## src/rtl/lsq_defines.svh

```systemverilog
`ifndef LSQ_DEFINES_SVH
`define LSQ_DEFINES_SVH

// Entries per queue
`define LSQ_DEPTH 8
`define LSQ_IDX_W ($clog2(`LSQ_DEPTH))
// Queue pointer with wrap bit
`define LSQ_PTR_W ($clog2(`LSQ_DEPTH) + 1)

`define PREG_W 6
`define ROB_W 5

// External broadcast ports, plus the unit's own result
`define CDB_PORTS 2
`define CDB_ALL (`CDB_PORTS + 1)

`endif

```

## src/rtl/lsq_pkg.sv

```systemverilog
`include "lsq_defines.svh"

package lsq_pkg;

    typedef enum logic [1:0] {
        mem_byte = 2'b00,
        mem_half = 2'b01,
        mem_word = 2'b10
    } mem_size_e;

    typedef struct packed {
        logic                   valid;
        logic [`PREG_W-1:0]     rs1_tag;
        logic [`PREG_W-1:0]     rs2_tag;
        logic [`PREG_W-1:0]     rd_tag;
        logic [`ROB_W-1:0]      rob_id;
        logic [31:0]            imm;
        mem_size_e              size;
        logic                   is_signed;
        logic                   rs1_ready;
        logic                   rs2_ready;
        // Other queue's tail when this entry was dispatched
        logic [`LSQ_PTR_W-1:0]  cross_ptr;
        logic                   order_met;
    } lsq_entry_t;

    typedef enum logic [2:0] {
        wait_load_p,
        wait_store_p,
        req_load,
        req_store,
        fin_load,
        fin_store
    } lsq_state_e;

endpackage

```

## src/rtl/mem_queue.sv

```systemverilog
`timescale 1ns/1ps
`include "lsq_defines.svh"

module mem_queue (
    input  logic                  clk,
    input  logic                  rst,
    input  logic                  flush,
    input  logic                  push,
    input  lsq_pkg::lsq_entry_t   push_entry,
    input  logic                  pop,
    input  logic [`LSQ_DEPTH-1:0] upd_en,
    input  lsq_pkg::lsq_entry_t   upd_entry [`LSQ_DEPTH],
    output lsq_pkg::lsq_entry_t   entries [`LSQ_DEPTH],
    output logic [`LSQ_PTR_W-1:0] head_ptr,
    output logic [`LSQ_PTR_W-1:0] tail_ptr,
    output logic                  full
);

    logic [`LSQ_IDX_W-1:0] head_idx;
    logic [`LSQ_IDX_W-1:0] tail_idx;

    assign head_idx = head_ptr[`LSQ_IDX_W-1:0];
    assign tail_idx = tail_ptr[`LSQ_IDX_W-1:0];

    // Same slot, opposite lap
    assign full = (head_ptr[`LSQ_IDX_W] != tail_ptr[`LSQ_IDX_W]) && (head_idx == tail_idx);

    always_ff @(posedge clk) begin
        if (rst || flush) begin
            head_ptr <= '0;
            tail_ptr <= '0;
            for (int i = 0; i < `LSQ_DEPTH; i++) begin
                entries[i].valid <= 1'b0;
            end
        end else begin
            for (int i = 0; i < `LSQ_DEPTH; i++) begin
                if (upd_en[i]) begin
                    entries[i] <= upd_entry[i];
                end
            end
            // Pop wins over a rewrite of the head slot
            if (pop) begin
                entries[head_idx].valid <= 1'b0;
                head_ptr <= head_ptr + `LSQ_PTR_W'(1);
            end
            if (push) begin
                entries[tail_idx] <= push_entry;
                tail_ptr <= tail_ptr + `LSQ_PTR_W'(1);
            end
        end
    end

endmodule

```

## src/rtl/load_align.sv

```systemverilog
`timescale 1ns/1ps

module load_align (
    input  logic [1:0]         addr_low,
    input  lsq_pkg::mem_size_e size,
    input  logic               is_signed,
    input  logic [31:0]        store_data,
    input  logic [31:0]        rdata,
    output logic [3:0]         byte_mask,
    output logic [31:0]        wdata_shifted,
    output logic [31:0]        load_value
);

    logic [3:0]  size_mask;
    logic [31:0] rdata_low;

    always_comb begin
        case (size)
            lsq_pkg::mem_byte: size_mask = 4'b0001;
            lsq_pkg::mem_half: size_mask = 4'b0011;
            default:           size_mask = 4'b1111;
        endcase

        byte_mask = size_mask << addr_low;
        wdata_shifted = store_data << {addr_low, 3'b000};

        // Addressed bytes down to bit 0
        rdata_low = rdata >> {addr_low, 3'b000};

        case (size)
            lsq_pkg::mem_byte:
                load_value = {{24{is_signed & rdata_low[7]}}, rdata_low[7:0]};
            lsq_pkg::mem_half:
                load_value = {{16{is_signed & rdata_low[15]}}, rdata_low[15:0]};
            default:
                load_value = rdata_low;
        endcase
    end

endmodule

```

## src/rtl/load_store_queue.sv

```systemverilog
`timescale 1ns/1ps
`include "lsq_defines.svh"

module load_store_queue (
    input  logic                  clk,
    input  logic                  rst,
    input  logic                  flush,
    input  logic                  disp_valid,
    input  logic                  is_store,
    input  lsq_pkg::mem_size_e    size,
    input  logic                  is_signed,
    input  logic [`PREG_W-1:0]    rs1_tag,
    input  logic [`PREG_W-1:0]    rs2_tag,
    input  logic [`PREG_W-1:0]    rd_tag,
    input  logic [`ROB_W-1:0]     rob_id,
    input  logic [31:0]           imm,
    input  logic                  rs1_ready,
    input  logic                  rs2_ready,
    output logic                  disp_stall,
    input  logic                  commit_store,
    input  logic [`CDB_ALL-1:0]   cdb_valid,
    input  logic [`PREG_W-1:0]    cdb_tag [`CDB_ALL],
    output logic [`PREG_W-1:0]    rf_rs1_tag,
    output logic [`PREG_W-1:0]    rf_rs2_tag,
    input  logic [31:0]           rf_rs1_value,
    input  logic [31:0]           rf_rs2_value,
    output logic [31:0]           dmem_addr,
    output logic [3:0]            dmem_rmask,
    output logic [3:0]            dmem_wmask,
    output logic [31:0]           dmem_wdata,
    input  logic [31:0]           dmem_rdata,
    input  logic                  dmem_resp,
    output logic                  lsq_cdb_valid,
    output logic [`PREG_W-1:0]    lsq_cdb_tag,
    output logic [31:0]           lsq_cdb_value,
    output logic [`ROB_W-1:0]     lsq_cdb_rob,
    output logic                  lsq_cdb_store
);

    lsq_pkg::lsq_entry_t load_entries [`LSQ_DEPTH];
    lsq_pkg::lsq_entry_t store_entries [`LSQ_DEPTH];
    lsq_pkg::lsq_entry_t load_upd [`LSQ_DEPTH];
    lsq_pkg::lsq_entry_t store_upd [`LSQ_DEPTH];
    logic [`LSQ_DEPTH-1:0] load_upd_en;
    logic [`LSQ_DEPTH-1:0] store_upd_en;
    logic [`LSQ_PTR_W-1:0] load_head, load_tail, store_head, store_tail;
    logic load_full, store_full;

    lsq_pkg::lsq_entry_t new_entry, load_oldest, store_oldest, sel_entry, req_entry;
    logic push_load, push_store;
    logic load_ready, store_ready, in_wait, issue_load, issue_store;
    lsq_pkg::lsq_state_e state, next_state;

    logic [31:0] eff_addr, issue_wdata, load_value;
    logic [3:0]  issue_mask;
    logic [31:0] req_addr, req_wdata, res_value;
    logic [3:0]  req_mask;
    logic [1:0]  req_offset;

    // Source wakeup from the broadcasts and cross-queue ordering check
    function automatic lsq_pkg::lsq_entry_t wake(lsq_pkg::lsq_entry_t e,
                                                 logic [`LSQ_PTR_W-1:0] other_head);
        lsq_pkg::lsq_entry_t r;
        r = e;
        for (int p = 0; p < `CDB_ALL; p++) begin
            if (cdb_valid[p] && cdb_tag[p] == e.rs1_tag) begin
                r.rs1_ready = 1'b1;
            end
            if (cdb_valid[p] && cdb_tag[p] == e.rs2_tag) begin
                r.rs2_ready = 1'b1;
            end
        end
        if (e.cross_ptr == other_head) begin
            r.order_met = 1'b1;
        end
        return r;
    endfunction

    assign disp_stall = disp_valid && (is_store ? store_full : load_full);
    assign push_load  = disp_valid && !is_store && !load_full;
    assign push_store = disp_valid && is_store && !store_full;

    always_comb begin
        lsq_pkg::lsq_entry_t raw;
        raw.valid     = 1'b1;
        raw.rs1_tag   = rs1_tag;
        raw.rs2_tag   = rs2_tag;
        raw.rd_tag    = rd_tag;
        raw.rob_id    = rob_id;
        raw.imm       = imm;
        raw.size      = size;
        raw.is_signed = is_signed;
        raw.rs1_ready = rs1_ready || (rs1_tag == '0);
        raw.rs2_ready = rs2_ready || (rs2_tag == '0);
        raw.cross_ptr = is_store ? load_tail : store_tail;
        raw.order_met = 1'b0;
        // A broadcast in the dispatch cycle must not be missed
        new_entry = wake(raw, is_store ? load_head : store_head);
    end

    always_comb begin
        for (int d = 0; d < `LSQ_DEPTH; d++) begin
            load_upd[d]     = wake(load_entries[d], store_head);
            store_upd[d]    = wake(store_entries[d], load_head);
            load_upd_en[d]  = load_entries[d].valid;
            store_upd_en[d] = store_entries[d].valid;
        end
    end

    mem_queue load_q (
        .clk        (clk),
        .rst        (rst),
        .flush      (flush),
        .push       (push_load),
        .push_entry (new_entry),
        .pop        (issue_load),
        .upd_en     (load_upd_en),
        .upd_entry  (load_upd),
        .entries    (load_entries),
        .head_ptr   (load_head),
        .tail_ptr   (load_tail),
        .full       (load_full)
    );

    mem_queue store_q (
        .clk        (clk),
        .rst        (rst),
        .flush      (flush),
        .push       (push_store),
        .push_entry (new_entry),
        .pop        (issue_store),
        .upd_en     (store_upd_en),
        .upd_entry  (store_upd),
        .entries    (store_entries),
        .head_ptr   (store_head),
        .tail_ptr   (store_tail),
        .full       (store_full)
    );

    assign load_oldest  = load_entries[load_head[`LSQ_IDX_W-1:0]];
    assign store_oldest = store_entries[store_head[`LSQ_IDX_W-1:0]];

    assign load_ready = load_oldest.valid && load_oldest.rs1_ready
                        && load_oldest.rs2_ready && load_oldest.order_met;
    assign store_ready = store_oldest.valid && store_oldest.rs1_ready
                         && store_oldest.rs2_ready && store_oldest.order_met && commit_store;

    // Wait state picks the winner when both are ready
    assign in_wait = (state == lsq_pkg::wait_load_p) || (state == lsq_pkg::wait_store_p);
    assign issue_load = in_wait && load_ready
                        && (state == lsq_pkg::wait_load_p || !store_ready);
    assign issue_store = in_wait && store_ready && !issue_load;

    assign sel_entry  = issue_store ? store_oldest : load_oldest;
    assign rf_rs1_tag = sel_entry.rs1_tag;
    assign rf_rs2_tag = sel_entry.rs2_tag;
    assign eff_addr   = rf_rs1_value + sel_entry.imm;

    load_align issue_align (
        .addr_low      (eff_addr[1:0]),
        .size          (sel_entry.size),
        .is_signed     (sel_entry.is_signed),
        .store_data    (rf_rs2_value),
        .rdata         (32'b0),
        .byte_mask     (issue_mask),
        .wdata_shifted (issue_wdata),
        .load_value    ()
    );

    load_align resp_align (
        .addr_low      (req_offset),
        .size          (req_entry.size),
        .is_signed     (req_entry.is_signed),
        .store_data    (32'b0),
        .rdata         (dmem_rdata),
        .byte_mask     (),
        .wdata_shifted (),
        .load_value    (load_value)
    );

    always_ff @(posedge clk) begin
        if (rst || flush) begin
            state <= lsq_pkg::wait_load_p;
        end else begin
            state <= next_state;
        end
    end

    always_comb begin
        next_state = state;
        case (state)
            lsq_pkg::wait_load_p, lsq_pkg::wait_store_p: begin
                if (issue_load) begin
                    next_state = lsq_pkg::req_load;
                end else if (issue_store) begin
                    next_state = lsq_pkg::req_store;
                end
            end
            lsq_pkg::req_load:  if (dmem_resp) next_state = lsq_pkg::fin_load;
            lsq_pkg::req_store: if (dmem_resp) next_state = lsq_pkg::fin_store;
            // Hand priority to the other kind
            lsq_pkg::fin_load:  next_state = lsq_pkg::wait_store_p;
            lsq_pkg::fin_store: next_state = lsq_pkg::wait_load_p;
            default:            next_state = lsq_pkg::wait_load_p;
        endcase
    end

    always_ff @(posedge clk) begin
        if (issue_load || issue_store) begin
            req_entry  <= sel_entry;
            req_addr   <= {eff_addr[31:2], 2'b00};
            req_offset <= eff_addr[1:0];
            req_mask   <= issue_mask;
            req_wdata  <= issue_wdata;
        end
        if (state == lsq_pkg::req_load && dmem_resp) begin
            res_value <= load_value;
        end
    end

    assign dmem_addr  = req_addr;
    assign dmem_rmask = (state == lsq_pkg::req_load) ? req_mask : 4'b0;
    assign dmem_wmask = (state == lsq_pkg::req_store) ? req_mask : 4'b0;
    assign dmem_wdata = (state == lsq_pkg::req_store) ? req_wdata : 32'b0;

    assign lsq_cdb_valid = (state == lsq_pkg::fin_load) || (state == lsq_pkg::fin_store);
    assign lsq_cdb_store = (state == lsq_pkg::fin_store);
    assign lsq_cdb_tag   = (state == lsq_pkg::fin_load) ? req_entry.rd_tag : '0;
    assign lsq_cdb_value = (state == lsq_pkg::fin_load) ? res_value : 32'b0;
    assign lsq_cdb_rob   = req_entry.rob_id;

endmodule

```

## config.mk

```make
export PLATFORM = sky130hd
export DESIGN_NAME = load_store_queue
export DESIGN_NICKNAME = d
export VERILOG_FILES = /design/src/rtl/lsq_pkg.sv /design/src/rtl/mem_queue.sv /design/src/rtl/load_align.sv /design/src/rtl/load_store_queue.sv
export VERILOG_INCLUDE_DIRS = /design/src /design/src/rtl
export SDC_FILE = /design/constraint.sdc
export NUM_CORES = 2
export LEC_CHECK = 0
export BUFFER_PORTS_ARGS = -buffer_cell sky130_fd_sc_hd__buf_2
export CORE_MARGIN = 1
export CORE_UTILIZATION = 35
export DETAILED_ROUTE_END_ITERATION = 12
export PLACE_DENSITY = 0.49
export SLEW_MARGIN = 20
export SYNTH_ARGS = -nofsm -noshare
export SYNTH_HDL_FRONTEND = slang
export SYNTH_SLANG_ARGS = --single-unit
```

## constraint.sdc

```tcl
create_clock -name clk -period 12.9 [get_ports clk]
set_input_delay 2.58 -clock clk [delete_from_list [all_inputs] [get_ports clk]]
set_output_delay 2.58 -clock clk [all_outputs]
set_load 0.03 [all_outputs]
```

# Yosys cells after proc, flatten, opt, wreduce, memory -nomap -nowiden
# Cells that the tools add are included.
totals:
  output_inout_bits: 130
  ff_bits: 1189
  word_cells: 696
classes:
  magnitude_cmp: 8
  n_reduce_logical: 144
  n_addsub: 5
  shift: 3
  mux: 191
  n_eq_ne: 133
  bitwise_logic: 6
op_table:
  columns: ["operator", "count"]
  rows:
  - ["528-bit 2-to-1 mux", 6]
  - ["66-bit 2-to-1 mux", 40]
  - ["528-bit bitwise mux", 4]
  - ["66-bit demux with 3-bit select", 4]
  - ["6-bit equality test", 102]
  - ["66-bit binary-select mux with 3-bit select", 2]
  - ["1-bit logical AND", 125]
  - ["1-bit 2-to-1 mux", 120]
  - ["4-bit equality test", 17]
  - ["65-bit 2-to-1 mux", 1]
  - ["32-bit 2-to-1 mux", 2]
  - ["32-bit one-hot mux with 2 select lines", 1]
  - ["32-bit adder", 1]
  - ["32-bit by 5-bit << shifter with 32-bit output", 1]
  - ["32-bit by 5-bit >> shifter with 32-bit output", 1]
  - ["4-bit by 1-bit adder with 4-bit output, second input constant", 4]
  - ["4-bit >= comparator, second input constant", 4]
  - ["4-bit by 1-bit < comparator with 1-bit output, second input constant", 4]
  - ["4-bit 2-to-1 mux", 4]
  - ["3-bit NOT with 4-bit output", 4]
  - ["6-bit logical NOT", 2]
  - ["3-bit 2-to-1 mux", 4]
  - ["3-bit one-hot mux with 4 select lines", 1]
  - ["4-bit one-hot mux with 2 select lines", 1]
  - ["other kinds (17)", 35]

# Logic depth before layout (Yosys ltp)
logic_depth:
  word_depth: 17
  ltp_mapped: 20

# Modules after synthesis
# From an unflattened synthesis, not the netlist that was laid out.
unflattened:
  hier_cells: 7344
  area_unflattened_um2: 79543.8
modules_own_cells:
  columns: ["mod", "cells_per_inst", "seq_area_each_um2", "n_inst", "area_each_um2"]
  rows:
  - ["mem_queue", 2411, 15935.3, 2, 27490.1]
  - ["load_store_queue", 2092, 3483.3, 1, 21590.7]
  - ["load_align", 215, 0.0, 2, 1486.4]

# Worst setup path after synthesis
# No wires, ideal clock.
synth_path:
  path_type: "input to register"
  start: "in commit_store"
  end: "reg req_addr[10], in the netlist dmem_addr[10], enable pin"
  n_path_buf: 0
  setup_slack_ps: 3364
  stages: 2
  setup_time_ps: 646
  arrival_ps: 8890
  path_cell_list: "nand3_1 -> o31ai_1"
synth_between:
  elab_chain_cells: 7
  elab_cells_between_ends: 8
  cone_classes: "8 x reduce/logical"
synth_rtl:
  columns: ["item", "line_no", "source"]
  rows:
  - ["start: declaration", "load_store_queue.sv:20", "input logic commit_store,"]
  - ["1-bit logical AND (*)", "load_store_queue.sv:146", "&& store_oldest.rs2_ready && store_oldest.order_met && commit_store;"]
  - ["1-bit logical NOT", "load_store_queue.sv:151", "&& (state == lsq_pkg::wait_load_p || !store_ready);"]
  - ["1-bit logical OR", "load_store_queue.sv:151", null]
  - ["1-bit logical AND", "load_store_queue.sv:151", null]
  - ["1-bit logical NOT", "load_store_queue.sv:152", "assign issue_store = in_wait && store_ready && !issue_load;"]
  - ["1-bit logical AND", "load_store_queue.sv:152", null]
  - ["1-bit logical OR (*)", "load_store_queue.sv:209", "if (issue_load || issue_store) begin"]
  - ["end signal: assignment", "load_store_queue.sv:211", "req_addr <= {eff_addr[31:2], 2'b00};"]
  - ["end: declaration", "load_store_queue.sv:56", "logic [31:0] req_addr, req_wdata, res_value;"]
# Every way passes the cells marked *; elsewhere a longest branch is shown, timed or not.
# A chain may end at the register's enable or synchronous reset.

# Worst setup path in the final report
layout_path:
  start: "reg store_q.head_ptr[0]"
  end: "out rf_rs1_tag[0]"
layout_between:
  elab_chain_cells: 14
  elab_cells_between_ends: 15
  cone_classes: "4 x mux; 1 x bitwise; 10 x reduce/logical"
layout_rtl:
  columns: ["item", "line_no", "source"]
  rows:
  - ["start: declaration", "mem_queue.sv:14", "output logic [`LSQ_PTR_W-1:0] head_ptr,"]
  - ["start signal: assignment", "mem_queue.sv:44", "head_ptr <= head_ptr + `LSQ_PTR_W'(1);"]
  - ["3-bit NOT with 4-bit output (*)", "load_store_queue.sv:141", "assign store_oldest = store_entries[store_head[`LSQ_IDX_W-1:0]];"]
  - ["66-bit binary-select mux with 3-bit select (*)", "load_store_queue.sv:141", null]
  - ["66-bit 2-to-1 mux (*) (2 in series)", "load_store_queue.sv:141", null]
  - ["1-bit logical AND", "load_store_queue.sv:145", "assign store_ready = store_oldest.valid && store_oldest.rs1_ready"]
  - ["1-bit logical AND (3 in series)", "load_store_queue.sv:146", null]
  - ["1-bit logical NOT", "load_store_queue.sv:151", null]
  - ["1-bit logical OR", "load_store_queue.sv:151", null]
  - ["1-bit logical AND", "load_store_queue.sv:151", null]
  - ["1-bit logical NOT", "load_store_queue.sv:152", null]
  - ["1-bit logical AND", "load_store_queue.sv:152", null]
  - ["65-bit 2-to-1 mux (*)", "load_store_queue.sv:154", "assign sel_entry = issue_store ? store_oldest : load_oldest;"]
  - ["end: declaration", "load_store_queue.sv:23", "output logic [`PREG_W-1:0] rf_rs1_tag,"]
# Every way passes the cells marked *; elsewhere a longest branch is shown, timed or not. The select of a mux whose other input is x is not followed.

==> summary.txt <==
Status -> finished, final reports clean
Cts-stage hold buffer count -> 0
Final worst slack -> 4.75 ns
CP arrival -> 5.57 ns
Layout Skew -> 0.0337 ns
# nets final -> 5,218
Warnings, synthesis -> 0
Crit Path Class -> reg2out
Synthesis-stage register bit count -> 1,189
Clk_lat worst skew -> 0.79 ns
RSZ-0062 raised after global routing -> false
Max-Cap Viols -> 0
Setup_tns -> 0 ns
Net switching fraction of the power -> 23.7%
Setup violators final -> 0
RD Place Congestion -> 0.844
Finished Cell Area -> 71,200 sq um
Reg clk slew, reported paths -> 0.06 ns
Postcts setup bufs -> 0
Synth-to-layout area growth -> 12.9%
Post-synth EDFFs -> 1,154
WP data required -> 10.32 ns
Initial antenna violation count -> 21
DIE AREA -> 182,000 sq um
Routed wire length -> 214 mm
Library cells used by synthesis -> 59
ANT nets after route -> 0
Asr flop ratio synth -> 0%
Crit-path max cell delay -> 0.99 ns
Starting Density -> 35.3%
Tot GR Track Use -> 23.2%
Critical Path, Cell by Cell -> buf_12, nand3_1, o21ai_0, mux4_2, nand3_1, a2111oi_4, buf_4, buf_4, a211oi_1, a21oi_1, buf_2
Endpoints failing hold -> 0
First-pass GRT wire length -> 306 mm
I/O pin count -> 314
DRC -> 0
Num CTS Buffers -> 143
WL per Instance -> 28.6 um
Clock network fraction of total power -> 45.4%
Gate power share -> 5.8%
Post-CTS Resized -> 0
Flop pwr share -> 48.8%
Post-DP HPWL -> 123 mm
Int Power -> 6.59 mW
Worst Tran Pin Value -> 1.17 ns
Largest net degree at the start of global routing -> 101
Vias in the first global route -> 41,232
Die H -> 427 um
Dpl ws -> 5.18 ns
Buf/Inv on CP -> 4
Psw -> 2.05 mW
Placed cell areas -> 66,700 sq um
Htree depth -> 4
Maximum vdd drop -> 0.131 mV
Cells after Synth -> 4,929
Pwr/cell area -> 121 nW/um^2
Via-per-instance ratio -> 5.58
CTS Sinks -> 1,189
Max FO, Critical Path -> 97
Layout cells sized above 1 -> 17.5%
Worst Hold Class -> reg2reg
Worst setup SP type -> flop
Crit path capture type -> output port
Starting DRT DRC Count -> 4,084
Die X -> 427 um
Vias post-DR -> 41,692
Main flop type after synthesis -> edfxtp_1
Peak Freq -> 123 MHz
CTS tree -> yes
Grt total ovfl -> 0
Row cnt -> 155
Tcrit/Tclk final -> 63.2%
CP max-delay cell -> dfxtp_4
Min Tclk post-route -> 8.15 ns
Syn_area_per_cell -> 12.8 sq um
Leakage power -> 26.3 nW
Seq/Total Area, Yosys -> 56.0%
CP top delay family -> buffers and inverters
Worst hold slack -> 0.546 ns
Root buffer cell -> clkbuf_16
DRT Pass-1 Iters -> 5
CTS Buffer Depth -> 3
Slew Viols, Final -> 0
Slew HR -> 22.0%
Port bufs -> 311
Core area -> 179,000 sq um
Synthesized cell area -> 63,100 sq um
metrics by stage:
stage | utilization [%] | cells | power, mW
final | 39.8 | 7473 | 8.64
after global routing | 39.8 | 7464 | 8.88
after CTS | 39.8 | 7461 | 8.72
after floorplan | - | 4930 | 4.61
after detailed placement | 37.3 | 7206 | 4.80
after global placement | 37.3 | 7206 | 4.80
kinds of logic after synthesis:
family / Yosys count / share of synthesized area (%)
AO/OA/AOI/OAI: 454 / 4.47
XOR/XNOR: 721 / 10.0
adder cells (fa/ha/maj): 36 / 0.726
buffers and inverters: 515 / 3.27
flip-flops: 1189 / 56.0
multiplexers: 343 / 10.1
other: 1 / 0.00594
AND/OR/NAND/NOR: 1670 / 15.4
power groups by stage:
stage | logic, mW | clock network, mW | registers, mW
finish | 0.503 | 3.92 | 4.22
global route | 0.538 | 4.12 | 4.22
CTS | 0.503 | 4.00 | 4.22
detailed placement | 0.501 | 0 | 4.30
global placement | 0.497 | 0 | 4.30
floorplan | 0.309 | 0 | 4.30
per-layer routing:
layer  global-route usage [%]  share of wire, %  vias to the layer above
li1                         -                 -                    18410
met1                     31.6                44                    21592
met2                     38.3                48                     1358
met3                     3.02               5.3                      328
met4                     7.02               2.8                        4
met5                        0             0.011                        -
final cells by class:
| type | count | area [sq um] |
|---|---|---|
| fill | 16755 | 108000 |
| sequential | 1189 | 35400 |
| multi-input combinational | 3226 | 25900 |
| clock buffer | 191 | 3810 |
| tap | 2355 | 2950 |
| timing repair buffer | 420 | 2420 |
| clock inverter | 64 | 649 |
| inverter | 18 | 67.6 |
| antenna | 10 | 25.0 |
cells in the final DEF, fill, tap and decap left out, types with 109 or more instances in the layout:
master	instances
buf_4	109
nor2_1	163
mux2i_1	109
buf_2	308
a21oi_1	181
and3_1	626
xor2_1	366
xnor2_1	355
and2_1	396
clkbuf_16	144
mux4_2	234
edfxtp_1	1154
nand4_1	109
cells in the mapped netlist (2+ instances only):
cell	count	area (sq um)
nor3b_1	3	22.5
nand2b_1	17	106
and4b_1	2	20.0
nand4b_1	3	26.3
clkbuf_1	423	1590
buf_2	26	130
nor3_1	29	145
buf_6	2	22.5
edfxtp_1	1154	34700
o2111ai_1	3	26.3
nand3_1	21	105
dfxtp_1	35	701
o21ai_0	92	460
o31ai_1	9	67.6
or3_1	9	56.3
inv_1	18	67.6
or2b_1	2	15.0
o211ai_1	3	22.5
o41ai_1	34	298
nor2b_1	82	513
xnor2_1	355	3110
nand2_1	99	372
a31oi_1	4	25.0
mux2i_1	109	1090
or4_1	3	22.5
a211oi_1	78	586
a311oi_1	20	175
or2_2	5	31.3
o21bai_1	8	60.1
buf_1	24	90.1
ha_1	35	438
nand4_1	109	682
a21o_1	11	82.6
a21oi_1	181	906
nor4_1	72	450
mux4_2	234	5270
o21a_1	2	15.0
xor2_1	366	3210
o311ai_0	2	17.5
buf_4	22	165
nor2_1	184	691
and2_1	397	2480
and3_1	626	3920
flip-flops by register name, indices dropped and copies added, names as in the netlist:
| register | cells |
|---|---|
| load_q.entries | 528 |
| store_q.entries | 528 |
| req_wdata | 32 |
| res_value | 32 |
| dmem_addr | 30 |
| req_entry | 9 |
| lsq_cdb_rob | 5 |
| load_q.head_ptr | 4 |
| load_q.tail_ptr | 4 |
| req_mask | 4 |
| store_q.head_ptr | 4 |
| store_q.tail_ptr | 4 |
| state | 3 |
| req_offset | 2 |
tightest hold or removal path, delay by kind of cell (launching register included):
| kind | cells | cell delay, ns |
|---|---|---|
| AO/OA/AOI/OAI | 2 | 0.14 |
| flip-flops | 1 | 0.35 |
worst paths after layout:
check / start / to / slack (ns) / cells past startpoint
setup / recovery: store_q.head_ptr[0]$_SDFFE_PN0N_ / rf_rs1_tag[0] / 4.75 / 11
hold reg to reg: load_q.entries[527]$_SDFF_PN0_ / load_q.entries[527]$_SDFF_PN0_ / 0.55 / 2
hold / removal: load_q.entries[527]$_SDFF_PN0_ / load_q.entries[527]$_SDFF_PN0_ / 0.55 / 2
setup reg to reg: store_q.head_ptr[0]$_SDFFE_PN0N_ / dmem_addr[31]$_DFFE_PP_ / 6.16 / 18
(Power assumes the default switching activity.)
